[config.mk]
export PLATFORM = sky130hd
export DESIGN_NAME = exec_unit
export DESIGN_NICKNAME = d
export VERILOG_FILES = /design/src/verilog/core_pkg.sv /design/src/verilog/exec_unit.sv
export SDC_FILE = /design/constraint.sdc
export NUM_CORES = 1
export LEC_CHECK = 0
export BUFFER_PORTS_ARGS = -buffer_cell sky130_fd_sc_hd__buf_2
export CORE_MARGIN = 1
export CORE_UTILIZATION = 25
export DETAILED_ROUTE_END_ITERATION = 7
export PLACE_DENSITY = 0.58
export SETUP_SLACK_MARGIN = 0.5
export SLEW_MARGIN = 30
export SYNTH_ARGS = -nofsm -noshare
export SYNTH_HDL_FRONTEND = slang
export SYNTH_SLANG_ARGS = --single-unit
[constraint.sdc]
create_clock -name vclk -period 3.9
set_input_delay 0.195 -clock vclk [all_inputs]
set_output_delay 0.195 -clock vclk [all_outputs]
set_load 0.005 [all_outputs]
[src/verilog/core_pkg.sv]
package core_pkg;

   typedef logic [31:0] word_t;

   // One-hot, all zero means illegal
   typedef struct packed {
      logic addi;
      logic add;
      logic beq;
      logic jal;
      logic lw;
      logic sw;
   } instructions;

   typedef struct packed {
      instructions instr;
      logic        illegal;
      logic [4:0]  rd;
      logic [4:0]  rs1;
      logic [4:0]  rs2;
      word_t       imm;
   } dec_t;

   // Request is held until the grant pulse
   typedef struct packed {
      logic  req;
      logic  we;
      word_t addr;   // Byte address
      word_t wdata;
   } mem_req_t;

endpackage

[src/verilog/exec_unit.sv]
module exec_unit (
   input  core_pkg::dec_t  dec,
   input  core_pkg::word_t pc,
   input  core_pkg::word_t rs1_val,
   input  core_pkg::word_t rs2_val,
   output core_pkg::word_t alu_res,
   output core_pkg::word_t next_pc,
   output core_pkg::word_t link
);

   core_pkg::word_t op_b;
   logic            src_eq;
   logic            take;

   // addi, lw and sw all add the immediate
   assign op_b    = dec.instr.add ? rs2_val : dec.imm;
   assign alu_res = rs1_val + op_b;

   assign src_eq  = rs1_val == rs2_val;
   assign take    = (dec.instr.beq && src_eq) || dec.instr.jal;

   assign link    = pc + 32'd4;
   assign next_pc = take ? pc + dec.imm : link;   // PC relative

endmodule

# Word-level counts from Yosys, hierarchy flattened
# Cells that the tools add are included.
# totals
reg_bits	0
in_bits	150
out_inout_bits	96
# classes
add_sub_neg	3
n_eq_ne	1
mux	2
reduce_logical	2
# op_table
op	n
$add 32x32->32	2
$mux 32	2
$add 32x3->32 const B	1
$eq 32x32->1	1
$logic_and 1x1->1	1
$logic_or 1x1->1	1

# Longest topological paths before layout
# depth
ltp_word	4
mapped_depth	13
mapped_depth_nobuf	11

# Least setup slack after synthesis
# OpenSTA, ideal clock, no wires.
# synth_path
path_kind	in2out
startpoint	in dec[52] in the netlist's numbering
endpoint	out alu_res[26]
arrival_time_ps	3069
t_required_ps	3705
setup_slack_ps	636
cell_stages	12
path_buffers	2
cell_sequence	clkbuf_1 -> clkbuf_1 -> mux2_2 -> fa_1 -> a21o_1 -> a311oi_1 -> o211ai_1 -> a31oi_1 -> o21bai_1 -> a21oi_1 -> o21bai_1 -> xor2_1
# synth_between
elab_chain_cells	2
# synth_rtl
item	line_no	source
from (decl)	exec_unit.sv:2	input core_pkg::dec_t dec,
$mux 32	exec_unit.sv:16	assign op_b = dec.instr.add ? rs2_val : dec.imm;
$add 32x32->32	exec_unit.sv:17	assign alu_res = rs1_val + op_b;
to (decl)	exec_unit.sv:6	output core_pkg::word_t alu_res,
# Every way passes these cells.

# Worst setup path in the final report
# Ends and elaborated chain as after synthesis.

==> impl_metrics.toml <==
[power]
pwr-share-clk_pct = 0
power.density_mw_per_mm2 = 180.2
internal_power_uw = 539.4
p_seq_share_pct = 0
sw_frac_of_total_pct = 54.00
leakage_nw = 3.017
totalPowerFinal_mw = 1.172
p_switching_uw = 633.1
part_of_the_power_in_combinational_logic_pct = 100.0
ir_drop_v = 0.00006825

[worst_setup_path]
crit_required_ns = 3.70
crit_fanout = 3
type_of_origin_of_the_critical_path = "input pin"
setup.worst_path.class = "input pin to output port"
critical_path.endpoint_type = "output port"
worstPathArrival_ns = 3.15

[logic_synthesis]
most_numerous_cell_in_the_yosys_netlist = "xnor2_1"
synth.net_count = 899
yosys-top-cells-count = "xnor2_1, ha_1, nand2_1, a21oi_1, o21ai_0"
synth-warning-count = 0
syn_area_per_cell_sq_um = 7.330
synth_area_leaders = "ha_1, xnor2_1, mux2_2"
yosysTopAreaCell = "ha_1"
yosysTopAreaCellShare_pct = 15.72
synth.cell_area_sq_mm = 0.005014
seq_area_frac_synth_pct = 0
post_synth_inst_count = 684
synthDistinctLibCells = 68

[outcome]
status = "finished clean"

[routing]
number_of_remaining_drc_errors = 0
drt-wirelength-per-cell_microns = 17.03
dr_total_vias = 5821
drt_pre_antenna_iters = 5
routed_wirelength_mm = 19.81
drt.antenna.violating_nets = 0
detailedRoute.firstIterationViolations = 260
detail_route.vias_per_cell = 5.005

[sta]
final_period_minus_worst_setup_slack_ns = 3.350
tightestPinTransition_ns = 0.5366
timing.final.hold_violations = 0
timing.final.max_slew_violations = 0
setup_viol = 0
final.hold.worst_slack_ns = 0.5894
rsz0062_at_grt = "true"
slew_headroom_pct = 63.30
final.setup.worst_slack_ns = 0.5503
post_route_clock_period_utilization_pct = 85.89
fin_tns_setup_ns = 0
timing.fmax_mhz = 298.5

[placement]
place_hpwl_mm = 17.68
place_ws_ns = 0.3102
buffers_added_on_ports = 227
place_congestion = 0.9047

[worst_hold_path]
hold_depth = 2
worst_hold_startpoint = "pc[0]"
hold_class = "input pin to output port"
whs_endpoint = "link[0]"

[global_routing]
grt_antenna_before_repair = 5
grt.overflow.total = 0
grt_first_pass_wirelength_mm = 29.64
total_grt_usage_pct = 18.53
grt_start_max_net_pins = 23
vias_in_the_first_global_route = 5624

[cells_and_area]
seq_cells = 0
clock_buffers = 0
seqCellArea_sq_um = 0
area_growth_pct = 29.75
layout-drive-gt1-share_pct = 34.15
nNetsFinal = 1110

[die]
coreArea_sq_mm = 0.01959
dieHeight_microns = 143.6
num_rows = 51
die_w_microns = 143.6
initial_utilization_pct = 25.59
ioPinCount = 246
die_area_sq_mm = 0.02062

[job]
cap_violations = 0
==> power by group through the flow <==
stage | Sequential, mW | Combinational (mW) | Clock, mW
6_report | 0 | 1.17 | 0.000000172
5_1_grt | 0 | 1.30 | 0.000000171
4_1_cts | 0 | 1.16 | 0
3_5_place_dp | 0 | 1.15 | 0
3_3_place_gp | 0 | 1.14 | 0
2_1_floorplan | 0 | 0.726 | 0
==> worst max-delay path, stage by stage <==
cell and delay (ns):
buf_2 0.13, mux2_2 0.34, ha_1 0.22, fa_1 0.41, a21o_1 0.24, a311oi_2 0.35
o211ai_1 0.18, a31oi_2 0.30, o21bai_1 0.16, a21oi_2 0.20, o21bai_1 0.10, xor2_1 0.16
buf_2 0.14
==> worst max path at each step <==
stage / startpoint / to / depth (start not counted)
2_1_floorplan: dec[52] / alu_res[26] / 12
3_3_place_gp: dec[52] / alu_res[26] / 13
3_5_place_dp: dec[52] / alu_res[26] / 13
4_1_cts: dec[52] / alu_res[28] / 13
5_1_grt: dec[52] / alu_res[29] / 13
6_report: dec[52] / alu_res[26] / 13
==> cell usage in the layout, fill, tap and decap left out, drive strengths merged, types with 4 or more instances in the layout <==
cell / instances
a211oi: 8
a21o: 31
a21oi: 59
a221oi: 4
a31oi: 15
and3: 13
and4: 9
buf: 235
diode: 5
ha: 63
inv: 16
mux2: 42
nand2: 62
nand2b: 6
nand3: 19
nand4: 19
nor2: 31
nor2b: 4
nor3: 10
nor4: 4
o211ai: 7
o21a: 11
o21ai: 58
o21bai: 9
o31ai: 6
xnor2: 86
xor2: 32
==> repair_timing <==
item | CTS | global route
endpoints found under the setup margin | 7 | 11
pin swaps | 3 | 4
resized for setup | 4 | 9
hold buffers | 0 | 0
hold endpoints to repair | 0 | 0
setup buffers | 1 | 2
==> per-layer routing <==
| layer | part of all wire, % | vias to the layer above | GRT usage (%) | wire, microns |
|---|---|---|---|---|
| met1 | 46 | 2689 | 24.89 | 9170 |
| li1 | - | 2979 | - | - |
| met5 | 0 | - | 0 | 0 |
| met4 | 1.8 | 0 | 3.527 | 351 |
| met3 | 2.8 | 19 | 0.7331 | 548 |
| met2 | 49 | 134 | 32.78 | 9736 |
==> cell type report <==
type | count | area (sq um)
Multi-Input combinational cell | 642 | 4870
Tap cell | 265 | 331.6
Antenna cell | 5 | 12.51
Inverter | 16 | 60.06
Fill cell | 2187 | 13090
Timing Repair Buffer | 235 | 1231
==> through the flow <==
step	util (%)	cells	instance area [sq um]
4_1_cts	32.87	1156	6439
3_3_place_gp	32.50	1153	6366
5_1_grt	33.21	1163	6505
6_report	33.21	1163	6505
2_1_floorplan	-	684	5014
3_5_place_dp	32.71	1155	6409
==> cell families (layout without fill, tap and decap cells) <==
group,after synthesis,in the layout,synth area share (%)
other cells,0,5,0
fa+ha+maj,65,65,16.52
compound gates,229,229,29.87
buf+inv,42,251,4.093
simple gates,187,187,19.12
mux,43,43,9.633
xor+xnor,118,118,20.76
(Power assumes the default switching activity.)
