`src/verilog/core_pkg.sv`:
```
package core_pkg;

   typedef logic [31:0] word_t;

   // One-hot, all zero means illegal
   typedef struct packed {
      logic addi;
      logic add;
      logic beq;
      logic jal;
      logic lw;
      logic sw;
   } instructions;

   typedef struct packed {
      instructions instr;
      logic        illegal;
      logic [4:0]  rd;
      logic [4:0]  rs1;
      logic [4:0]  rs2;
      word_t       imm;
   } dec_t;

   // Request is held until the grant pulse
   typedef struct packed {
      logic  req;
      logic  we;
      word_t addr;   // Byte address
      word_t wdata;
   } mem_req_t;

endpackage

```
`src/verilog/reg_file.sv`:
```
module reg_file (
   input  logic            clk,
   input  logic            rst_n,
   input  logic [4:0]      raddr1,
   input  logic [4:0]      raddr2,
   output core_pkg::word_t rdata1,
   output core_pkg::word_t rdata2,
   input  logic            we,
   input  logic [4:0]      waddr,
   input  core_pkg::word_t wdata
);

   core_pkg::word_t regs [1:31];   // x0 has no storage

   always_ff @(posedge clk or negedge rst_n) begin
      if (!rst_n) begin
         for (int i = 1; i < 32; i++) begin
            regs[i] <= '0;
         end
      end else if (we && waddr != 5'd0) begin
         regs[waddr] <= wdata;
      end
   end

   assign rdata1 = (raddr1 == 5'd0) ? '0 : regs[raddr1];
   assign rdata2 = (raddr2 == 5'd0) ? '0 : regs[raddr2];

endmodule

```
`config.mk`:
```
export PLATFORM = sky130hd
export DESIGN_NAME = reg_file
export DESIGN_NICKNAME = d
export VERILOG_FILES = /design/src/verilog/core_pkg.sv /design/src/verilog/reg_file.sv
export SDC_FILE = /design/constraint.sdc
export NUM_CORES = 2
export LEC_CHECK = 0
export BUFFER_PORTS_ARGS = -buffer_cell sky130_fd_sc_hd__buf_2
export CELL_PAD_IN_SITES_DETAIL_PLACEMENT = 1
export CELL_PAD_IN_SITES_GLOBAL_PLACEMENT = 1
export CORE_MARGIN = 4
export CORE_UTILIZATION = 35
export CTS_CLUSTER_DIAMETER = 40
export DETAILED_ROUTE_END_ITERATION = 12
export GPL_ROUTABILITY_DRIVEN = 0
export PLACE_DENSITY_LB_ADDON = 0.08
export SYNTH_ARGS = -nofsm -noshare
export SYNTH_HDL_FRONTEND = slang
export SYNTH_SLANG_ARGS = --single-unit
```
`constraint.sdc`:
```
create_clock -name clk -period 2.2 [get_ports clk]
set_input_delay 0.11 -clock clk [delete_from_list [all_inputs] [get_ports clk]]
set_output_delay 0.11 -clock clk [all_outputs]
set_load 0.005 [all_outputs]
```
After elaboration in Yosys (flattened, before gate mapping)
Index checks and enable logic that the tools add are counted.
{ "totals": {"reg_bits": 992, "input_bits": 50, "output_inout_bits": 64, "word_cells": 54} }
{ "classes": {"n_lt_le_gt_ge": 4, "mux": 11, "bitwise": 3, "n_reduce_logical": 5} }
{ "op_table": {"columns": ["operator", "n"], "rows": [
  ["992-bit bitwise mux", 1],
  ["32-bit binary-select mux with 5-bit select", 2],
  ["32-bit two-way mux", 7],
  ["32-bit demux with 5-bit select", 1],
  ["6-bit >= comparator (second input constant)", 3],
  ["5-bit inverter with 6-bit output", 3],
  ["5-bit logical NOT", 2],
  ["6-bit by 1-bit less-than comparator with 1-bit output (second input constant)", 1],
  ["5-bit nonzero test", 1],
  ["1-bit logical AND", 2]
]} }

Depth between registers and ports, before layout
{ "depth": {"word_depth": 6, "depth_mapped": 8, "ltp_nobuf": 4} }

Worst setup path before layout
No wires, ideal clock.
{ "synth_timing": {"kind": "input port to output port", "from": "input raddr1[0]", "to": "output rdata1[0]", "arrival_ns": 1.555, "t_required_ns": 2.090, "slack_ns": 0.535, "cell_stages": 7, "n_path_buf": 3, "path_cell_list": "buf_6 -> buf_4 -> buf_2 -> mux2_2 -> a221o_1 -> o211ai_1 -> o211ai_1"} }
{ "synth_between": {"elab_chain_len": 5, "word_cells_on_any_way": 6, "classes_between": "mux (4); bitwise (1); reduce/logical (1)"} }
{ "synth_rtl": {"columns": ["element", "line", "text"], "rows": [
  ["start, declared", "reg_file.sv:4", "input logic [4:0] raddr1,"],
  ["5-bit inverter with 6-bit output (implied by the code)", "reg_file.sv:25", "assign rdata1 = (raddr1 == 5'd0) ? '0 : regs[raddr1];"],
  ["32-bit binary-select mux with 5-bit select", "reg_file.sv:25", null],
  ["32-bit two-way mux (implied by the code) (2 in series)", "reg_file.sv:25", null],
  ["32-bit two-way mux (*)", "reg_file.sv:25", null],
  ["end, declared", "reg_file.sv:6", "output core_pkg::word_t rdata1,"]
]} }
Every way passes the cells marked *; elsewhere a longest branch is shown, timed or not. The select of a mux whose other input is x is not followed.

Final worst setup path
{ "layout_timing": {"from": "register regs[63] (netlist name)", "to": "output rdata1[31]"} }
{ "layout_between": {"elab_chain_len": 4} }
{ "layout_rtl": {"columns": ["element", "line", "text"], "rows": [
  ["start, declared", "reg_file.sv:13", "core_pkg::word_t regs [1:31];"],
  ["start signal, assigned by index", "reg_file.sv:21", "regs[waddr] <= wdata;"],
  ["32-bit binary-select mux with 5-bit select", "reg_file.sv:25", null],
  ["32-bit two-way mux (implied by the code) (2 in series)", "reg_file.sv:25", null],
  ["32-bit two-way mux", "reg_file.sv:25", null]
]} }
No other way between the ends. The select of a mux whose other input is x is not followed.

==> impl_metrics.toml <==
[cts]
clock_latency_ns = 0.79
path_clk_slew_ns = 0.05
cts_root_buf = "clkbuf_16"
htreeDepth = 4
cts_buffer_depth = 3
cts_buffers = 193
cts_tree = "yes"
clkSinkCount = 992

[placement]
port_buffers = 113
detailed_place_hpwl_um = 127000
post_dp_cell_area_mm2 = 0.0588
post-place-cells = 5670

[power_and_ir_drop]
p_per_area_mw_per_mm2 = 1010
p_leak_nw = 29.2
power_w = 0.0675
power.ir.vdd_worst_uv = 859

[cells_and_area]
stdcell_count = 6126
fin_nets = 3979
final_area_mm2 = 0.0669
top_regs = "regs x992"
nFillCells = 14760
regArea_mm2 = 0.0248
syn_to_final_growth_pct = 25.0
top_register = "regs"
final_core_util_pct = 44.0
drive_gt1_share_pct = 57.9
largest_reg_flops = 992
multi_input_area_mm2 = 0.0274

[timing]
fin_crit_ns = 2.64
drv_slew = 0
fin_worst_hold_slack_ns = 0.0454
setup_viol = 64
rsz0062_at_grt = "yes"
tightest_slew_ns = 0.713
fin_skew_ns = 0
max_freq_ghz = 0.378
fin_ws_ns = -0.443
relSlewSlack_pct = 52.5
hold_violations = 0
post-route-period-util_pct = 120

[die]
start_util_pct = 35.2
die_h_um = 399
die_x_um = 399
row_count = 143
die-area_mm2 = 0.159
io_pins = 114
core_mm2 = 0.152

[critical_path]
timing.critical_path.buf_inv = 1
critPathMaxStageDelay_ns = 0.52
cp_cell_sequence = "mux4_2 > mux2i_2 > o22ai_2 > or3_4 > buf_6"
cp_max_fo = 2
path_class = "reg2out"
crit_family = "multiplexers"
critPathRequiredTime_ns = 2.09
slowest_stage = "mux4_2"
critPathArrivalTime_ns = 2.53
start_kind = "flip-flop"
endpoint_kind = "output port"

[grt]
met3_usage_pct = 3.91
grt_pass1_wl_um = 296000
met1_usage_pct = 34.9
grt_max_degree = 110
grt_pass1_vias = 40317
grt_use_total_pct = 25.7
gr-max-usage-layer = "met2"
overflow = 0
antenna_found_initial = 8
use_met2_pct = 42.5

[synthesis]
synthCells = 3612
syn_area_per_cell_um2 = 14.8
synthFlopType = "dfrtp_1"
ys_seq_elements = 992
synth_fp_nets = 3662
yosys_warnings = 0
yosys.area.top_type_share_pct = 46.4
synthArstFlopShare_pct = 100
synth_top_cell_by_area = "dfrtp_1"
synth_area_leaders = "dfrtp_1 (46%), mux2_2 (22%), mux4_2 (16%)"
netlist_area_mm2 = 0.0535
yosysUniqueCellTypes = 46
synth_edf_count = 0
synth-seq-area-share_pct = 46.4

[detailed_routing]
avgViaCountPerCell = 5.92
dr.first_iter.drc_count = 2513
wl_um = 205000
drtAntennaViolNets = 0
dr.pass1.iters = 5
vias = 36247
drc = 0
post_drt_wl_per_cell_um = 33.4

[outcome]
outcome = "finished with violations"
violations = "negative setup slack"

[run]
drv_cap = 0

[worst_hold_path]
hold_class = "in2reg"
[final timing paths]
path,slack [ns],cells past startpoint,to,start
setup / recovery,-0.44,5,rdata1[31],regs[63]
hold / removal,0.05,3,regs[112],waddr[3]
setup reg to reg,0.86,2,regs[412],regs[412]
hold reg to reg,0.52,1,regs[775],regs[775]
max in group asynchronous,1.24,3,regs[465],rst_n
min in group asynchronous,0.25,3,regs[708],rst_n
[final cells by class]
cell class                      instances  share of cell area [%]
Clock buffer                          240                    7.93
Multi-Input combinational cell       2219                    41.0
Clock inverter                        120                    2.07
Tap cell                             2030                    3.80
Antenna cell                            2                 0.00748
Timing Repair Buffer                  514                    8.00
Sequential cell                       992                    37.1
Inverter                                9                  0.0505
[kinds of logic after synthesis]
kind of cell,count (synthesis),synth area share (%)
mux,1713,43.4
flops,992,46.4
buf+inv,401,3.66
compound gates,303,4.51
simple gates,203,2.05
[worst register-to-register path, stage by stage, from the launching register on]
cell and delay, ns:
dfrtp_1 0.39, mux2_2 0.26, dlygate4sd3_1 0.56
[repair_timing]
action,in CTS,in global routing
setup endpoints to repair,64,67
setup buffers,46,12
pin swaps,28,28
hold endpoints to repair,1508,0
hold buffers,40,0
gates resized for setup,66,51
[per-layer routing]
metal  vias to the layer above  part of all wire [%]
met5                         -                0.0034
met4                         2                   3.2
met3                       357                   4.6
met2                      1041                    48
met1                     20104                    44
li1                      14743                     -
[report_power, final]
group          switching (W)  total, W  leakage, nW  internal (W)
combinational        0.00519    0.0127         13.3       0.00747
clock                 0.0104    0.0301         3.24        0.0197
sequential           0.00283    0.0247         12.7        0.0219
total                 0.0185    0.0675         29.2        0.0490
[synth_stat cells, types with 3 or more instances]
master,instances
buf_6,14
o32ai_1,8
buf_4,38
o22a_1,16
a221oi_1,43
nor2b_1,44
inv_1,7
mux2_2,1050
nand3_1,16
o22ai_1,18
o21a_1,8
buf_1,16
o31a_1,28
o211ai_1,32
a211oi_1,4
clkbuf_1,161
nor2_1,33
a221o_1,17
dfrtp_1,992
buf_2,162
a2111oi_0,10
mux2_1,19
o21ai_0,8
mux4_2,377
nand2_1,21
a22o_1,4
mux2i_1,267
and2_1,3
or3_1,7
a22oi_1,102
and3_1,29
nor3_1,32
nand2b_1,9
[cells in the final DEF (no fill, tap or decap), types with 19 or more instances in the layout]
cell type,count
mux4_2,377
mux2_2,1049
buf_12,122
nor2b_1,32
mux2i_1,244
clkinv_2,39
nor3_1,31
dfrtp_1,992
dlygate4sd3_1,38
clkbuf_16,197
clkinvlp_4,23
a22oi_1,91
a221oi_1,33
nor2_1,21
clkbuf_1,22
clkbuf_8,22
o211ai_1,32
buf_4,235
buf_2,96
bufinv_16,22
and3_1,28
o31a_1,28
mux2_1,19
[stage by stage]
stage / setup WS, ns / TNS [ns]
after floorplan: 0.535 / 0
after global placement: -0.104 / -0.121
after detailed placement: -0.146 / -0.146
after CTS: -0.494 / -19.62
after global routing: -0.526 / -21.76
final: -0.443 / -15.01
(Power assumes the default switching activity.)
