File: src/verilog/rv_isa_pkg.sv
package rv_isa_pkg;

   typedef enum logic [6:0] {
      OP     = 7'b0110011,
      OP_IMM = 7'b0010011,
      LOAD   = 7'b0000011,
      STORE  = 7'b0100011,
      BRANCH = 7'b1100011,
      JAL    = 7'b1101111
   } opcode_e;

   localparam logic [2:0] F3_ADD = 3'b000;   // add and addi
   localparam logic [2:0] F3_BEQ = 3'b000;
   localparam logic [2:0] F3_LW  = 3'b010;
   localparam logic [2:0] F3_SW  = 3'b010;
   localparam logic [6:0] F7_ADD = 7'b0000000;

   typedef struct packed {
      logic [6:0] funct7;
      logic [4:0] rs2;
      logic [4:0] rs1;
      logic [2:0] funct3;
      logic [4:0] rd;
      logic [6:0] opcode;
   } r_fmt_t;

   typedef struct packed {
      logic [11:0] imm_11_0;
      logic [4:0]  rs1;
      logic [2:0]  funct3;
      logic [4:0]  rd;
      logic [6:0]  opcode;
   } i_fmt_t;

   typedef struct packed {
      logic [6:0] imm_11_5;
      logic [4:0] rs2;
      logic [4:0] rs1;
      logic [2:0] funct3;
      logic [4:0] imm_4_0;
      logic [6:0] opcode;
   } s_fmt_t;

   // Offset bit 0 is implied zero
   typedef struct packed {
      logic       imm_12;
      logic [5:0] imm_10_5;
      logic [4:0] rs2;
      logic [4:0] rs1;
      logic [2:0] funct3;
      logic [3:0] imm_4_1;
      logic       imm_11;
      logic [6:0] opcode;
   } b_fmt_t;

   typedef struct packed {
      logic       imm_20;
      logic [9:0] imm_10_1;
      logic       imm_11;
      logic [7:0] imm_19_12;
      logic [4:0] rd;
      logic [6:0] opcode;
   } j_fmt_t;

   typedef union packed {
      r_fmt_t r;
      i_fmt_t i;
      s_fmt_t s;
      b_fmt_t b;
      j_fmt_t j;
   } instr_u;

endpackage

File: src/verilog/core_pkg.sv
package core_pkg;

   typedef logic [31:0] word_t;

   // One-hot, all zero means illegal
   typedef struct packed {
      logic addi;
      logic add;
      logic beq;
      logic jal;
      logic lw;
      logic sw;
   } instructions;

   typedef struct packed {
      instructions instr;
      logic        illegal;
      logic [4:0]  rd;
      logic [4:0]  rs1;
      logic [4:0]  rs2;
      word_t       imm;
   } dec_t;

   // Request is held until the grant pulse
   typedef struct packed {
      logic  req;
      logic  we;
      word_t addr;   // Byte address
      word_t wdata;
   } mem_req_t;

endpackage

File: src/verilog/decoder.sv
module decoder (
   input  core_pkg::word_t instr_raw,
   output core_pkg::dec_t  dec
);

   rv_isa_pkg::instr_u iw;
   logic               r_fmt;
   logic               i_fmt;
   logic               s_fmt;
   logic               b_fmt;
   logic               j_fmt;

   assign iw = instr_raw;

   // Opcode sits at the same place in every view
   assign r_fmt = iw.r.opcode == rv_isa_pkg::OP;
   assign i_fmt = iw.r.opcode == rv_isa_pkg::OP_IMM || iw.r.opcode == rv_isa_pkg::LOAD;
   assign s_fmt = iw.r.opcode == rv_isa_pkg::STORE;
   assign b_fmt = iw.r.opcode == rv_isa_pkg::BRANCH;
   assign j_fmt = iw.r.opcode == rv_isa_pkg::JAL;

   always_comb begin
      dec = '0;

      dec.instr.add  = r_fmt && iw.r.funct3 == rv_isa_pkg::F3_ADD
                       && iw.r.funct7 == rv_isa_pkg::F7_ADD;
      dec.instr.addi = iw.r.opcode == rv_isa_pkg::OP_IMM && iw.r.funct3 == rv_isa_pkg::F3_ADD;
      dec.instr.lw   = iw.r.opcode == rv_isa_pkg::LOAD && iw.r.funct3 == rv_isa_pkg::F3_LW;
      dec.instr.sw   = s_fmt && iw.r.funct3 == rv_isa_pkg::F3_SW;
      dec.instr.beq  = b_fmt && iw.r.funct3 == rv_isa_pkg::F3_BEQ;
      dec.instr.jal  = j_fmt;
      dec.illegal    = dec.instr == '0;

      dec.rd  = (r_fmt || i_fmt || j_fmt) ? iw.r.rd : 5'd0;
      dec.rs1 = (r_fmt || i_fmt || s_fmt || b_fmt) ? iw.r.rs1 : 5'd0;
      dec.rs2 = (r_fmt || s_fmt || b_fmt) ? iw.r.rs2 : 5'd0;

      if (i_fmt) begin
         dec.imm = {{20{iw.i.imm_11_0[11]}}, iw.i.imm_11_0};
      end else if (s_fmt) begin
         dec.imm = {{20{iw.s.imm_11_5[6]}}, iw.s.imm_11_5, iw.s.imm_4_0};
      end else if (b_fmt) begin
         dec.imm = {{19{iw.b.imm_12}}, iw.b.imm_12, iw.b.imm_11,
                    iw.b.imm_10_5, iw.b.imm_4_1, 1'b0};
      end else if (j_fmt) begin
         dec.imm = {{11{iw.j.imm_20}}, iw.j.imm_20, iw.j.imm_19_12,
                    iw.j.imm_11, iw.j.imm_10_1, 1'b0};
      end
   end

endmodule

File: config.mk
export PLATFORM = sky130hd
export DESIGN_NAME = decoder
export DESIGN_NICKNAME = d
export VERILOG_FILES = /design/src/verilog/rv_isa_pkg.sv /design/src/verilog/core_pkg.sv /design/src/verilog/decoder.sv
export SDC_FILE = /design/constraint.sdc
export NUM_CORES = 1
export LEC_CHECK = 0
export ABC_CLOCK_PERIOD_IN_PS = 3800
export BUFFER_PORTS_ARGS = -buffer_cell sky130_fd_sc_hd__buf_2
export CAP_MARGIN = 10
export CORE_ASPECT_RATIO = 0.75
export CORE_UTILIZATION = 36
export DETAILED_ROUTE_END_ITERATION = 12
export MAX_ROUTING_LAYER = met4
export PLACE_DENSITY = 0.91
export SYNTH_ARGS = -nofsm -noshare
export SYNTH_HDL_FRONTEND = slang
export SYNTH_SLANG_ARGS = --single-unit
File: constraint.sdc
create_clock -name vclk -period 3.8
set_input_delay 0.19 -clock vclk [all_inputs]
set_output_delay 0.19 -clock vclk [all_outputs]
set_load 0.02 [all_outputs]
# Yosys cells after proc, flatten, opt, wreduce, memory -nomap -nowiden
# Index checks and enable logic that the tools add are counted.
# word_totals
output_inout_bits	54
inputBits	32
word_cells	30
regBits	0
# op_classes
n_reduce_logical	16
n_eq_ne	7
mux	7
# ops
cell	n
two-way mux 32 bit	4
two-way mux 5 bit	3
equality test 7 x 6 -> 1 bit, second input constant	2
equality test 7 bit, second input constant	2
equality test 7 x 2 -> 1 bit, second input constant	1
equality test 7 x 5 -> 1 bit, second input constant	1
logical NOT 7 bit	1
logical OR 1 bit	7
logical AND 1 bit	6
logical NOT 6 bit	1
equality test 3 x 2 -> 1 bit, second input constant	1
logical NOT 3 bit	1

# Longest topological paths before layout
# logic_depth
ltp_word	6
ltp_mapped	6
ltp_nobuf	4

# Worst setup path after synthesis
# Ideal clock, no wire load.
# synth_timing
path_kind	input -> output
start	input port instr_raw[3]
end	output port dec[47] (netlist bit)
arrival_time_ns	1.732
path_buffers	0
path_stages	4
required_ns	3.610
slack_ns	1.878
path_cell_list	or2_2 or4_1 nor4_2 nor4_1
# synth_lines
item	line_no	rtl
start, declared	decoder.sv:2	input core_pkg::word_t instr_raw,
end, declared	decoder.sv:3	output core_pkg::dec_t dec

==> flow_metrics.env <==
export IMPL_fin_util_pct=63.6
export IMPL_fp_coreArea_um2=1560
export IMPL_grt_pass1_vias=746
export IMPL_path_common_cell="buf_2"
export IMPL_worstSetupPathType="in -> out"
export IMPL_routed_wl_um=2260
export IMPL_cp_arrival_ns=2.01
export IMPL_placementRows=12
export IMPL_required_ns=3.61
export IMPL_gp_congestion=0.822
export IMPL_syn_inst=96
export IMPL_cp_end_kind="output port"
export IMPL_antenna_found_initial=0
export IMPL_crit_path_max_fanout=11
export IMPL_rsz0062_at_grt="no"
export IMPL_cpMaxStageDelayCell="nor3_1"
export IMPL_drc=0
export IMPL_diodes=0
export IMPL_routedWlPerCell_um=12.0
export IMPL_yosys_area_top_type="and2_1"
export IMPL_syn_nets=128
export IMPL_slew_headroom_pct=25.7
export IMPL_p_per_area_nw_per_um2=61.5
export IMPL_power_static_leakage_nw=0.675
export IMPL_die_h_um=38.5
export IMPL_seqCellArea_um2=0
export IMPL_drtPass1Iterations=4
export IMPL_yosysSeqAreaShare_pct=0
export IMPL_syn_area_um2=639
export IMPL_dieArea_um2=1950
export IMPL_fp_dieW_um=50.7
export IMPL_track_usage_pct=21.8
export IMPL_min_path_type="in -> out"
export IMPL_num_nets_final=201
export IMPL_post_route_period_util_pct=57.8
export IMPL_netlist_area_leader_share_pct=21.5
export IMPL_post_cts_buffers=0
export IMPL_clkbuf_count=0
export IMPL_setup_viol=0
export IMPL_synth_cell_types=30
export IMPL_vdd_ir_drop_max_mv=0.0377
export IMPL_ant_nets=0
export IMPL_drv_cap=0
export IMPL_drt_iter0_markers=36
export IMPL_syn2layout_area_growth_pct=55.4
export IMPL_start_kind="input port"
export IMPL_start_util_pct=40.9
export IMPL_maxSlewViolCount=0
export IMPL_syn_avg_cell_area_um2=6.66
export IMPL_design_seq_count=0
export IMPL_grt_pass1_wl_um=3190
export IMPL_vias=953
export IMPL_grt_max_degree=13
export IMPL_dp_hpwl_um=1920
export IMPL_crit_path_cell_trace="buf_2 -> or2b_1 -> nor3_1 -> a32oi_1 -> a21oi_1 -> buf_2"
export IMPL_fmax_ghz=0.455
export IMPL_tns_ns=0
export IMPL_vias_per_cell=5.07
export IMPL_hold_viol=0
export IMPL_final_cell_mix="buf_2 (86), and2_1 (22), a21o_1 (9)"
export IMPL_cts_resized=0
export IMPL_cpPeakStageDelay_ns=0.90
export IMPL_min_period_ns=2.20
export IMPL_io_buffers=86
export IMPL_tightest_slew_ns=1.11
export IMPL_drive_above_1_share_pct=56.3
export IMPL_cts_hold_buf=0
export IMPL_globalRouteOverflowTotal=0
export IMPL_yosysWarnings=0
export IMPL_status="finished, final reports clean"
export IMPL_yosys_top_cells_area="and2_1 (22%), buf_4 (14%), a21o_1 (11%), a22o_1 (5.5%), a21oi_1 (4.7%)"
export IMPL_final_common_cell="buf_2"
export IMPL_top_level_ports=86
==> area by class of cell <==
cell class / instances / area (um^2)
Fill cell: 143 / 568
Inverter: 1 / 3.75
Multi-Input combinational cell: 80 / 533
Tap cell: 21 / 26.3
Timing Repair Buffer: 86 / 430
==> stage by stage <==
| stage | cells | hold WS [ns] | cell area, um^2 | worst slack, ns | power (W) |
|---|---|---|---|---|---|
| after floorplan | 96 | 0.431 | 639 | 1.88 | 0.0000313 |
| after global placement | 188 | 0.703 | 993 | 1.80 | 0.0000583 |
| after detailed placement | 188 | 0.701 | 993 | 1.62 | 0.0000603 |
| after CTS | 188 | 0.704 | 993 | 1.62 | 0.0000605 |
| after global routing | 188 | 0.715 | 993 | 1.44 | 0.0000658 |
| final | 188 | 0.701 | 993 | 1.60 | 0.0000611 |
==> kinds of logic after synthesis <==
group,synth area share [%]
buffers and inverters,16.6
and+or+nand+nor,56.8
xor gates and xnor gates,2.74
AOI/OAI and AO/OA,23.9
==> report_power, final <==
group	switching [W]	total (W)	leakage (nW)	internal (W)
logic	0.0000350	0.0000611	0.675	0.0000261
registers	0	0	0	0
clock network	0	0	0	0
==> cells in the mapped netlist (2+ instances only) <==
library cell	instances
or3_1	2
clkbuf_1	2
or2_2	3
xnor2_1	2
nand3_1	2
nor2_1	4
a21o_1	9
buf_4	12
and2_1	22
or4_4	2
nand2_1	5
nor4_1	2
a21oi_1	6
nor3_1	4
a22o_1	4
==> worst paths after layout <==
path | startpoint | to | slack [ns] | cells after the start
max | instr_raw[5] | dec[11] | 1.60 | 6
min | instr_raw[17] | dec[17] | 0.70 | 3
==> critical path: cells and delay by family <==
kind	cells	cell delay, ns
buffers and inverters	2	0.34
AO/OA/AOI/OAI	2	0.27
AND/OR/NAND/NOR	2	1.20
==> layer usage <==
metal	wire length (um)	part of all wire [%]	track usage (%)	vias to the layer above
met5	0	0	-	-
met3	219	9.7	0.397	0
li1	-	-	-	475
met4	0	0	0	0
met2	1150	51	42.3	59
met1	891	39	27.2	419
Note: power is estimated with default switching activity, not from simulation.
