`config.mk`:
```
export PLATFORM = sky130hd
export DESIGN_NAME = core_sequencer
export DESIGN_NICKNAME = d
export VERILOG_FILES = /design/src/verilog/core_pkg.sv /design/src/verilog/core_sequencer.sv
export SDC_FILE = /design/constraint.sdc
export NUM_CORES = 1
export LEC_CHECK = 0
export BUFFER_PORTS_ARGS = -buffer_cell sky130_fd_sc_hd__buf_2
export CORE_AREA = 5 5 149 151
export DETAILED_ROUTE_END_ITERATION = 12
export DIE_AREA = 0 0 154 156
export PLACE_DENSITY = 0.48
export SLEW_MARGIN = 10
export SYNTH_ARGS = -nofsm -noshare
export SYNTH_HDL_FRONTEND = slang
export SYNTH_SLANG_ARGS = --single-unit
```
`constraint.sdc`:
```
create_clock -name clk -period 1.5 [get_ports clk]
set_clock_uncertainty 0.05 [all_clocks]
set_input_delay 0.3 -clock clk [delete_from_list [all_inputs] [get_ports clk]]
set_output_delay 0.3 -clock clk [all_outputs]
set_load 0.01 [all_outputs]
```
`src/verilog/core_pkg.sv`:
```
package core_pkg;

   typedef logic [31:0] word_t;

   // One-hot, all zero means illegal
   typedef struct packed {
      logic addi;
      logic add;
      logic beq;
      logic jal;
      logic lw;
      logic sw;
   } instructions;

   typedef struct packed {
      instructions instr;
      logic        illegal;
      logic [4:0]  rd;
      logic [4:0]  rs1;
      logic [4:0]  rs2;
      word_t       imm;
   } dec_t;

   // Request is held until the grant pulse
   typedef struct packed {
      logic  req;
      logic  we;
      word_t addr;   // Byte address
      word_t wdata;
   } mem_req_t;

endpackage

```
`src/verilog/core_sequencer.sv`:
```
module core_sequencer (
   input  logic               clk,
   input  logic               rst_n,
   input  logic               run,
   input  core_pkg::dec_t     dec,
   input  core_pkg::word_t    next_pc,
   input  core_pkg::word_t    link,
   input  core_pkg::word_t    alu_res,
   input  logic               fetch_gnt,
   input  logic               fetch_rvalid,
   input  core_pkg::word_t    rdata,
   input  logic               lsu_done,
   input  core_pkg::word_t    load_data,
   output core_pkg::mem_req_t fetch_req,
   output core_pkg::word_t    instr_word,
   output core_pkg::word_t    pc,
   output logic               lsu_start,
   output logic               rf_we,
   output logic [4:0]         rf_waddr,
   output core_pkg::word_t    rf_wdata,
   output logic               halted
);

   localparam logic [2:0] S_IDLE  = 3'd0;
   localparam logic [2:0] S_FETCH = 3'd1;
   localparam logic [2:0] S_WAIT  = 3'd2;
   localparam logic [2:0] S_EXEC  = 3'd3;
   localparam logic [2:0] S_MEM   = 3'd4;
   localparam logic [2:0] S_HALT  = 3'd5;

   logic [2:0]      state;
   core_pkg::word_t ir;
   logic            is_mem;
   logic            retire;

   assign is_mem = dec.instr.lw || dec.instr.sw;
   assign retire = (state == S_EXEC && !dec.illegal && !is_mem)
                   || (state == S_MEM && lsu_done);

   always_ff @(posedge clk or negedge rst_n) begin
      if (!rst_n) begin
         state <= S_IDLE;
         pc    <= '0;
      end else begin
         case (state)
            S_IDLE:  if (run) state <= S_FETCH;
            S_FETCH: if (fetch_gnt) state <= S_WAIT;
            S_WAIT:  if (fetch_rvalid) state <= S_EXEC;
            S_EXEC: begin
               if (dec.illegal) begin
                  state <= S_HALT;
               end else if (is_mem) begin
                  state <= S_MEM;
               end
            end
            default: ;   // Halt only leaves on reset
         endcase
         if (retire) begin
            pc    <= next_pc;
            state <= run ? S_FETCH : S_IDLE;
         end
      end
   end

   always_ff @(posedge clk) begin
      if (state == S_WAIT && fetch_rvalid) begin
         ir <= rdata;
      end
   end

   assign fetch_req.req   = state == S_FETCH;
   assign fetch_req.we    = 1'b0;
   assign fetch_req.addr  = pc;
   assign fetch_req.wdata = '0;

   assign instr_word = ir;
   assign lsu_start  = state == S_EXEC && is_mem;

   // Write-back from execute for ALU and jal, from memory stage for lw
   assign rf_we    = (state == S_EXEC && (dec.instr.addi || dec.instr.add || dec.instr.jal))
                     || (state == S_MEM && lsu_done && dec.instr.lw);
   assign rf_waddr = dec.rd;
   assign rf_wdata = dec.instr.lw ? load_data : (dec.instr.jal ? link : alu_res);

   assign halted = state == S_HALT || (state == S_EXEC && dec.illegal);

   a_no_fetch_halted : assert property (@(posedge clk) disable iff (!rst_n)
      halted |=> halted && !fetch_req.req);

endmodule

```
---- Yosys cells after proc, flatten, opt, wreduce, memory -nomap -nowiden ----
Index checks and enable logic that the tools add are counted.
storage, ports and cells
  flip-flop bits (word level) ............. 67
  bits of input ports ..................... 220
operators by class
  equality and inequality tests ........... 9
  multiplexer cells ....................... 10
  reduce and logical (&&, ||, !) cells .... 19
operators with widths
  operator            count
  $mux 32             2
  $mux 3              6
  $pmux 3 s4          1
  $logic_and 1x1->1   8
  $eq 3x2->1 const B  2
  $eq 3x3->1 const B  2
  $logic_or 1x1->1    6
  $ne 3x3->1 const B  2
  $reduce_and 5->1    1
  $reduce_bool 5->1   1
  $ne 4x4->1 const B  1
  $eq 3x1->1 const B  1
  $logic_not 3->1     1
  $ne 3x2->1 const B  1
  $logic_not 1->1     2
  $mux 1              1

---- Longest topological paths before layout ----
  depth after elaboration ................. 6
  gate-level depth with buffers ........... 4
  mapped depth without buffers ............ 3

---- Worst setup path after synthesis ----
No wires, ideal clock.
  path kind ............................... reg-to-reg
  start point ............................. register state[2]
  end point ............................... register pc[10]
  setup time .............................. 0.125 ns
  data arrival time ....................... 1.419 ns
  required time ........................... 1.325 ns
  path slack .............................. -0.094 ns
  stages on the path, launching flop included .. 5
  buffers on the path ..................... 1
  period minus slack after synthesis ...... 1.594 ns
  path through ............................ dfrtp_1 > and4bb_2 > a31oi_4 > buf_6 > mux2_2
between the ends
  word-level cells in the longest chain between the ends .. 4
  elaborated cells between the ends (all ways) .. 6
ends and longest elaborated chain
  what                             line                  RTL
  start: declaration               core_sequencer.sv:31  logic [2:0] state;
  start signal: assignment         core_sequencer.sv:60  state <= run ? S_FETCH : S_IDLE;
  $eq 3x2->1                       core_sequencer.sv:37  assign retire = (state == S_EXEC && !dec.illegal && !is_mem)
  $logic_and 1x1->1 (2 in series)  core_sequencer.sv:37
  $logic_or 1x1->1 (*)             core_sequencer.sv:38  || (state == S_MEM && lsu_done);
  end signal: assignment           core_sequencer.sv:59  pc <= next_pc;
  end: declaration                 core_sequencer.sv:16  output core_pkg::word_t pc,
Every way passes the cells marked *; elsewhere a longest branch is shown, timed or not.
A chain may end at the register's enable or synchronous reset.

==> run summary <==
CP max stage delay: 0.41 ns
FF+latch area: 0.00184 mm²
CP Class: reg -> out
Final TNS setup: -8.87 ns
GR Util All Layers: 0.101
Hold depth: 1
Vias: 3193
Avg Cell Area, Syn: 11.7 µm²
Worst path arrival time: 1.44 ns
Footprint of the multi-input gates: 0.00142 mm²
# rows: 53
Lkg Pwr: 3.33 nW
Fillers: 2187
Final #Nets: 835
Final non-filler cell area: 0.00605 mm²
Global-route wire length before repair: 18.9 mm
Largest area contributor in the netlist: edfxtp_1
#FFs+latches synth: 67
Initial antenna violation count: 0
Overflow after GRT: 0
Largest net degree at the start of global routing: 34
Routed vias/inst: 3.57
Die Span Y: 156 µm
Most frequent cells after synthesis: buf_4, dfrtp_1, nand2_1, o21ai_0
Die Width: 154 µm
RSZ-0062 raised after global routing: true
Largest family of logic cells by synthesized area: multiplexers
Longest Clk Path Bufs: 2
Flop2flop setup slack: -0.26 ns
Antenna Cells: 0
Status: finished with violations
Fin Hold WS: 0.0977 ns
Post-layout min period: 1.79 ns
Async SR Flop Fraction: 0.522
Area of the mapped netlist: 0.00359 mm²
Synth Area in XOR/XNOR: 0
Hold Crit Class: in -> reg
Top-count cell post-synth: buf_4
Core area: 0.0207 mm²
DR WL/cell: 15.2 µm
Adder-cell share of the synthesized area: 0
Worst Setup End Kind: primary output
Clock sink count: 67
Routed WL: 13.6 mm
Initial core utilization: 0.174
Most used cell, CP: buf_6
Worst-path clk slew: 0.06 ns
Cells on worst reg2reg path: 6
Crit-path cells: buf_6 -> buf_6 -> or2b_1 -> nor2_1 -> buf_2
Die area: 0.0240 mm²
Max Cap Violations: 0
Startpoint Class: register
Layout cells sized above 1: 0.655
Critical Path RT: 1.15 ns
Period utilization: 1.19
Post-synthesis mux area share: 0.193
Final hold violation count: 0
Compound-Gate Fraction of Synth Area: 0.0627
Post-synth EDFFs: 32
Placement Setup Slack: -0.148 ns
Detailed Routing Iterations Pass 1: 4
# port buffers: 303
DRC Markers: 0
PnR worst setup slack: -0.291 ns
Synth top area cells: edfxtp_1, dfrtp_1, buf_4
Slew Limit Fails: 0
Placed inst area: 0.00529 mm²
CTS buffer count: 9
TritonCTS clock tree: yes
Vias in the first global route: 3233
Max VDD drop: 0.000477 V
Violations in the final reports: setup timing
Skew-Pair Late Insertion Delay: 0.32 ns
Dpl hpwl: 10.9 mm
Htree depth: 3
CP max FO: 3
RePlAce Congestion: 0.819
Synth warn: 0
Pwr/cell area: 802 mW/mm²
Pwr Total: 4.85 mW
Post-synthesis cell type count: 24
Synth Flop Type: dfrtp_1
Fmax: 558 MHz
Synth top area share: 0.268
Setup violations, final: 38
Register area share after synthesis: 0.512
Root buffer cell: clkbuf_16
DRT iter0 DRCs: 105
I/O pins: 390
Area Overhead vs Synth: 68.5%
Final ANT Viol Nets: 0
Post-synthesis simple-gate area fraction: 0.0600
Slowest CP cell: dfrtp_1
Synthesized instance count: 308
per-stage QoR:
| step | std cells | util |
|---|---|---|
| 3_5_place_dp | 867 | 0.256 |
| 2_1_floorplan | 340 | - |
| 4_1_cts | 892 | 0.286 |
| 3_3_place_gp | 867 | 0.256 |
| 5_1_grt | 895 | 0.292 |
| 6_report | 895 | 0.292 |
critical path: cells and delay by family (launching register included):
family	cells	cell delay, ns
DFF	1	0.41
and+or+nand+nor	2	0.30
buffers and inverters	3	0.40
cell type report:
| type | count | area share |
|---|---|---|
| multi-input combinational | 186 | 0.235 |
| clock buffer | 9 | 0.0372 |
| clock inverter | 7 | 0.0151 |
| timing repair buffer | 349 | 0.351 |
| inverter | 2 | 0.00124 |
| sequential | 67 | 0.304 |
| tap | 275 | 0.0569 |
where the power goes:
group	internal [mW]	leakage (nW)	total [mW]	switching (mW)
Combinational	0.360	2.42	0.689	0.330
Sequential	1.93	0.766	1.93	0
Clock	1.45	0.147	2.23	0.784
registers in the layout, indices dropped and copies added (netlist names):
signal / flops
pc: 32
state: 3
instr_word: 32
path summary, 6_finish.rpt:
| path | startpoint | endpoint |
|---|---|---|
| worst min register to register | pc[11] | pc[11] |
| min in group asynchronous | rst_n | pc[27] |
| worst max register to register | state[2] | pc[30] |
| worst max-delay path | state[2] | fetch_req[65] |
| max in group asynchronous | rst_n | pc[21] |
| worst min-delay path | rdata[31] | instr_word[31] |
cell usage in the layout (no fill, tap or decap), types with 2 or more instances in the layout:
master	instances
nand2_1	35
o21ai_1	16
mux2i_1	30
buf_12	8
inv_1	2
mux2_4	32
clkbuf_16	11
dfrtp_1	35
nand2b_1	3
bufinv_16	2
buf_16	4
buf_6	6
buf_2	298
clkinv_1	2
clkinvlp_4	2
buf_4	29
a21oi_1	2
o21ai_2	4
conb_1	33
o21ai_0	14
nor3_1	2
edfxtp_1	32
nor2_1	3
logic make-up (layout without fill, tap and decap cells):
group,after synthesis,in the layout
mux,65,65
buf+inv,87,367
flops,67,67
compound gates,40,40
other cells,1,33
simple gates,48,48
timing repair:
action | in CTS | in global routing
pin swaps | 5 | 8
setup buffers | 4 | 5
gates resized for setup | 57 | 28
gates cloned | 4 | 2
setup endpoints to repair | 61 | 60
hold buffers | 1 | 0
hold endpoints to repair | 12 | 0
per-layer routing:
layer	up-vias	GRT usage	part of all wire
met2	153	0.170	0.49
met4	0	0.0278	0.016
li1	1576	-	-
met1	1445	0.127	0.42
met3	19	0.0313	0.076
met5	-	0	0
Note: power is estimated with default switching activity, not from simulation.
