<file path="src/verilog/core_pkg.sv">
package core_pkg;

   typedef logic [31:0] word_t;

   // One-hot, all zero means illegal
   typedef struct packed {
      logic addi;
      logic add;
      logic beq;
      logic jal;
      logic lw;
      logic sw;
   } instructions;

   typedef struct packed {
      instructions instr;
      logic        illegal;
      logic [4:0]  rd;
      logic [4:0]  rs1;
      logic [4:0]  rs2;
      word_t       imm;
   } dec_t;

   // Request is held until the grant pulse
   typedef struct packed {
      logic  req;
      logic  we;
      word_t addr;   // Byte address
      word_t wdata;
   } mem_req_t;

endpackage

</file>
<file path="src/verilog/mem_arbiter.sv">
module mem_arbiter #(
   parameter int MEM_AW = 10
) (
   input  logic               clk,
   input  logic               rst_n,
   input  core_pkg::mem_req_t fetch_req,
   input  core_pkg::mem_req_t lsu_req,
   input  core_pkg::mem_req_t dbg_req,
   output logic               fetch_gnt,
   output logic               lsu_gnt,
   output logic               dbg_gnt,
   output logic               fetch_rvalid,
   output logic               lsu_rvalid,
   output logic               dbg_rvalid,
   output logic               mem_en,
   output logic               mem_we,
   output logic [MEM_AW-1:0]  mem_addr,
   output core_pkg::word_t    mem_wdata
);

   logic [2:0]         gnt;        // {dbg, lsu, fetch}
   logic [2:0]         rd_owner;   // Outstanding read, one-hot
   core_pkg::mem_req_t sel;

   always_comb begin
      gnt = '0;
      if (rd_owner == '0) begin
         if (dbg_req.req) begin
            gnt[2] = 1'b1;
         end else if (lsu_req.req) begin
            gnt[1] = 1'b1;
         end else if (fetch_req.req) begin
            gnt[0] = 1'b1;
         end
      end
   end

   assign sel = gnt[2] ? dbg_req : (gnt[1] ? lsu_req : fetch_req);

   assign mem_en    = |gnt;
   assign mem_we    = mem_en && sel.we;
   assign mem_addr  = sel.addr[MEM_AW+1:2];   // Word address
   assign mem_wdata = sel.wdata;

   always_ff @(posedge clk or negedge rst_n) begin
      if (!rst_n) begin
         rd_owner <= '0;
      end else begin
         rd_owner <= (mem_en && !sel.we) ? gnt : 3'b000;
      end
   end

   assign {dbg_gnt, lsu_gnt, fetch_gnt}          = gnt;
   assign {dbg_rvalid, lsu_rvalid, fetch_rvalid} = rd_owner;

   a_onehot : assert property (@(posedge clk) disable iff (!rst_n)
      $onehot0(gnt) && $onehot0(rd_owner));

   a_read_gap : assert property (@(posedge clk) disable iff (!rst_n)
      mem_en && !mem_we |=> gnt == 3'b000);

endmodule

</file>
<file path="config.mk">
export PLATFORM = sky130hd
export DESIGN_NAME = mem_arbiter
export DESIGN_NICKNAME = d
export VERILOG_FILES = /design/src/verilog/core_pkg.sv /design/src/verilog/mem_arbiter.sv
export SDC_FILE = /design/constraint.sdc
export NUM_CORES = 1
export LEC_CHECK = 0
export BUFFER_PORTS_ARGS = -buffer_cell sky130_fd_sc_hd__buf_2
export CAP_MARGIN = 20
export CORE_AREA = 4 4 95 97
export DETAILED_ROUTE_END_ITERATION = 10
export DIE_AREA = 0 0 99 101
export PLACE_DENSITY = 0.56
export SKIP_CTS_REPAIR_TIMING = 1
export SLEW_MARGIN = 20
export SYNTH_ARGS = -nofsm -noshare
export SYNTH_HDL_FRONTEND = slang
export SYNTH_SLANG_ARGS = --single-unit
</file>
<file path="constraint.sdc">
create_clock -name clk -period 1.7 [get_ports clk]
set_clock_uncertainty 0.2 [all_clocks]
set_input_delay 0.17 -clock clk [delete_from_list [all_inputs] [get_ports clk]]
set_output_delay 0.17 -clock clk [all_outputs]
set_load 0.005 [all_outputs]
</file>
* Word-level counts from Yosys, hierarchy flattened
Index checks and enable logic that the tools add are counted.
W data, S select, Z words.
** Storage, ports and cells
- Register bits :: 3
- Output and inout port bits :: 50
- Word-level logic and storage cells :: 15
- Bits of input ports :: 200
** Cells by class
- Multiplexer cells :: 9
- Reduce and logical (&&, ||, !) cells :: 5
** Operators with widths (count)
- $mux W65 :: 2
- $mux W3 :: 2
- $mux W1 :: 4
- $logic_not A3 Y1 :: 1
- $reduce_or A3 Y1 :: 1
- $logic_and A1 B1 Y1 :: 2
- $mux W2 :: 1
- $logic_not A1 Y1 :: 1

* Logic depth before layout (Yosys ltp)
Gate-level depths: netlist of run 1.
- Depth after elaboration :: 9
- Depth in mapped cells :: 4
- Gate-level depth less buffers :: 3

* Worst setup path after synthesis of run 1
OpenSTA, ideal clock, no wires.
- Path type :: register to output
- From :: reg rd_owner[1]
- To :: out mem_we
- Stages on the path, launching flop included :: 4
- Path buffers :: 0
- Slack :: -0.082 ns
- Data required time :: 1.330 ns
- Arrival :: 1.412 ns
- Cell sequence :: dfrtp_1 > or3_4 > or3_1 > and4_1
** Between the ends
- Cells in the longest elaborated chain, start to end :: 5
- Elaborated cells between the ends (all ways) :: 6
- Those cells by class :: mux (3); reduce/logical (3)
** Ends and longest elaborated chain
- start, declared :: RTL line mem_arbiter.sv:22 : logic [2:0] rd_owner;
- start signal, assigned :: RTL line mem_arbiter.sv:49 : rd_owner <= (mem_en && !sel.we) ? gnt : 3'b000;
- $logic_not A3 Y1 (*) :: RTL line mem_arbiter.sv:27 : if (rd_owner == '0) begin
- $mux W3 (*) :: RTL line mem_arbiter.sv:27
- $mux W65 (2 in a row) :: RTL line mem_arbiter.sv:38 : assign sel = gnt[2] ? dbg_req : (gnt[1] ? lsu_req : fetch_req);
- $logic_and A1 B1 Y1 (*) :: RTL line mem_arbiter.sv:41 : assign mem_we = mem_en && sel.we;
- end, declared :: RTL line mem_arbiter.sv:16 : output logic mem_we,
Mark *: on every way between the ends. The rest lies on a longest branch, timed or not.

* Final worst setup path of run 1
- From :: reg rd_owner[2]
- To :: out mem_wdata[8]
** Between the ends
- Cells in the longest elaborated chain, start to end :: 4
** Ends and longest elaborated chain
- $logic_not A3 Y1 (*) :: RTL line mem_arbiter.sv:27
- $mux W3 (*) :: RTL line mem_arbiter.sv:27
- $mux W65 :: RTL line mem_arbiter.sv:38
- $mux W65 (*) :: RTL line mem_arbiter.sv:38
- end, declared :: RTL line mem_arbiter.sv:18 : output core_pkg::word_t mem_wdata
Marked as above.

==> impl_results.md, run 1 <==
* Status: finished, violations left
* Failing checks: negative setup slack
* Starting DRT DRC Count at 60
* Clock latency on the worst-skew pair at 0.21 ns
* Largest reg by FF count: rd_owner
* Max Slew Vio Count at 0
* Min Hold Slack at 0.0773 ns
* Fin. Hold Viols at 0
* Setup TNS at -16.08 ns
* Synth cell count leaders: 42 x a221o_1, 42 x and2_1, 8 x buf_2, 4 x clkbuf_1
* Worst Tran Pin Value at between 0.2 and 0.25 ns
* I/O pin count at 250
* Synthesized instance count at 117
* Fin cells at between 400 and 500
* Crit Path Class: reg -> out
* Yosys cell types at 18
* # clock sinks at 3
* DRC viols at 0
* Largest net degree at the start of global routing at 24
* Startpoint types: register
* Drt wl/cell at 16.0 um
* Final Cycle Share at 123%
* Max Clock Freq at 477 MHz
* Chip Height at just over 100 um
* Placed insts at slightly above 400
* Synth Register Bits at 3
* Post-synthesis sequential area ratio at 7.99%
* GPL Wtd Cong at 0.748
* Min-delay worst type: in -> async
* PnR worst setup slack at -0.397 ns
* Reg2Reg Depth at 4
* Net Count, Synth at 317
* Vias post-DR at 1864
* Layout overhead on the synthesized area at 163%
* Final setup viols at 48
* P_leak at 1.36 nW
* EDFF count, synth at 0
* Initial antenna violation count at 0
* Clock transition at path regs at about 0.03 ns
* DIE AREA at roughly 10000 um2
* Ant diodes at 0
* Final Util at a little under a third
* Post-synth top area share at between 40% and 50%
* Drt via density at between 4 and 5
* FFs w/ async S/R, synth at 100%
* CTS Buf Count at 3
* Reg2Reg Setup Slack at 0 ns
* Max VDD drop at 0.441 mV
* Final HPWL DP at 5.11 mm
* Initial core utilization at 11.6%
* CTS tree: done
* Gr ovfl total at 0
* Max reg flops at 3
* Core ar. at 8130 um2
* Pwr per Cell Area at 461 nW/um2
* Regs by FF count: rd_owner (3)
* Die span in x at a little under 100 um
* Syn avg cell area at 8.03 um2
* Synth area leaders: a221o_1 45%, and2_1 28%, dfrtp_1 8.0%
* Main synth FF type: dfrtp_1
* RSZ-0062 raised after global routing: true
* Site Rows at 33
* Req. time, crit path at 1.33 ns
* Clock buffer depth at 2
* Clk root buf: clkbuf_8
* Max-cap check violation count at 0
* Tot Pwr at roughly 1.1 mW
* Critical Path AT at 1.73 ns
* R2r endpoint: rd_owner[0]
* Share of layout cells above drive strength 1 at 76.2%
* First-pass GRT wire length at just under 9 mm
* Crit-path max FO at 6
* Routed Antenna Nets at 0
* Area leader, netlist: a221o_1
* Synthesis warning total at 0
* Reg2reg start: rd_owner[1]
* Minimum clock period at between 2 and 2.5 ns
* Worst Setup End Kind: output pin
* Layout net count at 520
* Drt first pass iters at 4
* Port bufs at 183
* Slew headroom at 84.3%
* Synthesized area at 940 um2
* Worst Setup SP: rd_owner[2]
* Wirelength, routed at 6.80 mm
* Vias in the first global route at 1837
* Tot GR Track Use at 10.6%
* H-tree Lvls at 1
## worst max-delay path by stage
stage / end / depth (start not counted)
global route: mem_wdata[8] / 7
detailed placement: mem_wdata[8] / 6
global placement: mem_wdata[8] / 6
finish: mem_wdata[8] / 7
floorplan: mem_we / 3
CTS: mem_wdata[8] / 6
## layout by cell type, fill, tap and decap left out, drive strengths merged
cell	instances
o21bai	1
nand2b	2
inv	3
nor2	3
or3	2
a221o	42
clkbuf	8
nand3	1
and4	1
dlygate4sd3	1
dfrtp	3
a31oi	1
buf	205
and2	42
o21ai	1
nor4b	1
nor3	2
## per-stage QoR
step	worst slack (ns)	area (um2)
after global routing	-0.486	2470
after CTS	-0.417	2160
after detailed placement	-0.195	2110
final	-0.397	2470
after floorplan	-0.0748	955
after global placement	-0.191	2110
## cell type report
class / count / area (um2)
fill: 911 / 5660
timing repair buffer: 210 / 1310
multi-input combinational: 99 / 897
tap: 105 / 131
sequential: 3 / 75.1
clock buffer: 4 / 45.0
inverter: 3 / 11.3
## layer usage
metal	routed length, um	global-route usage, %
met2	3520	19.8
met5	0	0
met1	2450	12.1
met4	52	0.735
met3	772	3.53
## worst max-delay path, stage by stage, from the launching register on
cell and delay, ns:
dfrtp_1 0.39, buf_6 0.13, nor4b_4 0.29, buf_6 0.19
buf_8 0.13, and2_4 0.14, a221o_1 0.12, buf_2 0.12
## where the power goes
group / switching, mW / total, mW / internal [mW]
registers: 0.00266 / 0.0779 / 0.0752
clock network: 0.0424 / 0.202 / 0.160
logic: 0.340 / 0.859 / 0.519
total: 0.385 / 1.14 / 0.754
## cell families after synthesis
logic type	after synthesis	share of synthesized area (%)
and+or+nand+nor	54	38.2
AOI/OAI and AO/OA	45	46.7
buffers and inverters	15	7.06
DFF	3	7.99
No activity file was read; power rests on OpenSTA's default activity.
==> run 2, diff against run 1 <==
ABC_AREA = 1   (was not set)
CORE_AREA = 4 4 96 98   (was 4 4 95 97)
DIE_AREA = 0 0 100 102   (was 0 0 99 101)
PLACE_DENSITY = 0.57   (was 0.56)
==> run 2 against run 1 <==
Against the previous run: the run still ends with negative setup slack left; area after synthesis increased by 13%; combinational power fell by 2.7%; first-iteration DRC count down 1.7%; non-clock buffer count shrank 10; final cell count rose by 22%; critical path depth rose by 1; count of clock-buffer cells in the layout is the same.
==> impl_results.md, run 2 <==
* Status: finished, violations left
* Failing checks: negative setup slack
* # clock sinks at 3
* I/O pin count at 250
* Max Slew Vio Count at 0
* Slowest cell on crit path: dfrtp_1
* Reg2reg start: rd_owner[0]
* Fin. Hold Viols at 0
* Synthesized area at 1070 um2
* Reg2Reg Setup Slack at around 0.18 ns
* Reg2Reg Depth at 7
* EDFF count, synth at 0
* Post-synth top area share at 45.1%
* CP cell instances: nor2_4 > nand2_4 > inv_4 > nand2_8 > clkbuf_16 > nand2_1 > nand3_1 > buf_2
* Synthesized instance count at 216
* Most frequent cells in the layout: 180 x buf_2, 112 x nand2_1, 30 x nand3_1
* CTS tree: done
* Placed insts at 502
* Critical Path AT at 1.51 ns
* Die span in x at 100 um
* Fin cells at 516
* Max VDD drop at about 0.18 mV
* Wirelength, routed at 6.38 mm
* Min Hold Slack at 0.0391 ns
* Max Clock Freq at 533 MHz
* Largest reg by FF count: rd_owner
* Main synth FF type: dfrtp_1
* Drt wl/cell at 12.4 um
* Commonest non-fill, non-tap cell in the layout: buf_2
* Clock buffer depth at 2
* Worst Setup End Kind: output pin
* Sw Share at roughly 40%
* Synth Register Bits at 3
* Most numerous cell in the Yosys netlist: nand2_1
* Hold worst-path end: rd_owner[0]
* P_leak at 1.53 nW
* First-pass GRT wire length at 7.87 mm
* Initial core utilization at between 10% and 20%
* Core ar. at 8470 um2
* Clock transition at path regs at around 0.03 ns
* Final setup viols at 45
* Worst Hold Launch: fetch_req[65]
* Yosys cell types at 16
* Clk root buf: clkbuf_8
* Minimum clock period at 1.88 ns
* Net Switching at 447 uW
* Vias post-DR at 2083
* Layout overhead on the synthesized area at 134%
* Chip Height at roughly 100 um
* Ant diodes at 0
* RSZ-0062 raised after global routing: true
* Hold Path Cell Cnt at 3
* Clock power frac at 18.3%
* Final Cycle Share at 110%
* Largest net degree at the start of global routing at 23
* Routed Antenna Nets at 0
* Setup WS pre-CTS at 0.00807 ns
* Crit Path Class: reg -> out
* GPL Wtd Cong at between 0.7 and 0.8
* Min-delay worst type: in -> reg
* Pint at 671 uW
* Pwr per Cell Area at 448 nW/um2
* Slew headroom at between 80% and 90%
* Port bufs at 183
* Max-cap check violation count at 0
* Max incr delay on CP at 0.40 ns
* Startpoint types: register
* Layout net count at 609
* Req. time, crit path at between 1 and 1.5 ns
* Gr ovfl total at 0
* Clock latency on the worst-skew pair at 0.21 ns
* Regs by FF count: rd_owner (3)
* Initial antenna violation count at 0
* FFs w/ async S/R, synth at between 90% and 100%
* Drt via density at around 4.0
* PnR worst setup slack at -0.177 ns
* Starting DRT DRC Count at between 50 and 60
* Drt first pass iters at 4
* Synthesis warning total at 0
* Comb pwr share at 74.8%
* Worst Tran Pin Value at 0.242 ns
* DRC viols at 0
* Synth area leaders: nand2_1 45%, nand3_1 21%, buf_6 8.5%
* Final HPWL DP at about 4.8 mm
* Area leader, netlist: nand2_1
* Syn avg cell area at 4.94 um2
* Vias in the first global route at about 1800
* Tot GR Track Use at 9.25%
* Synth cell count leaders: 128 x nand2_1, 44 x nand3_1, 10 x inv_1, 8 x buf_6, 5 x nor2_1
* Share of layout cells above drive strength 1 at roughly 60%
* CTS Buf Count at 3
* Max reg flops at 3
* Net Count, Synth at 416
* H-tree Lvls at 1
* Reg power frac at 6.9%
* Crit-path max FO at 10
* DIE AREA at 10200 um2
* R2r endpoint: rd_owner[0]
* Site Rows at 34
* Post-synthesis sequential area ratio at 7.04%
-- run 2: worst max-delay path, delay by kind of cell, from the launching register on --
family / cells / cell delay (ns)
flops: 1 / 0.40
buf+inv: 3 / 0.41
simple gates: 5 / 0.48
-- run 2: worst max-delay path by stage --
stage	startpoint	end	slack, ns
final	rd_owner[0]	mem_addr[8]	-0.18
after global routing	rd_owner[0]	mem_addr[1]	-0.26
after CTS	rd_owner[1]	mem_wdata[15]	-0.23
after detailed placement	rd_owner[1]	mem_wdata[15]	0.008
after global placement	rd_owner[1]	mem_wdata[2]	0.01
after floorplan	rd_owner[1]	mem_wdata[18]	0.23
-- run 2: final cells by class --
class | count | area [um2]
clock buffers | 4 | 45.0
inverters | 13 | 53.8
multi-input cells | 188 | 975
repair buffers | 200 | 1210
flip-flops and latches | 3 | 75.1
fillers | 946 | 5970
well taps | 108 | 135
-- run 2: cell families (layout without fill, tap and decap cells) --
family / Yosys count / count (layout) / share of synthesized area [%]
AO/OA/AOI/OAI: 1 / 1 / 0.469
buffers and inverters: 25 / 217 / 15.8
AND/OR/NAND/NOR: 187 / 187 / 76.6
flip-flops: 3 / 3 / 7.04
-- run 2: power groups by stage --
| stage | Sequential [mW] | Combinational (mW) | Clock [mW] |
|---|---|---|---|
| after global placement | 0.0782 | 0.677 | 0 |
| after global routing | 0.0779 | 0.919 | 0.220 |
| after CTS | 0.0777 | 0.688 | 0.208 |
| final | 0.0776 | 0.836 | 0.204 |
| after floorplan | 0.0788 | 0.315 | 0 |
| after detailed placement | 0.0784 | 0.685 | 0 |
-- run 2: per-stage QoR --
stage                     util [%]  TNS, ns  power (mW)  instance area [um2]
after global routing          29.5   -10.29        1.22                 2500
after floorplan                  -        0       0.394                 1070
after global placement        25.1        0       0.755                 2120
after CTS                     25.6    -8.55       0.974                 2170
after detailed placement      25.1        0       0.763                 2120
final                         29.5    -6.58        1.12                 2500
-- run 2: routing by layer --
layer,global-route usage [%],up-vias,wire length (um)
met2,17.8,96,3450
met5,0,-,0
met4,1.87,0,14
li1,-,1060,-
met3,1.64,2,579
met1,10.7,925,2330
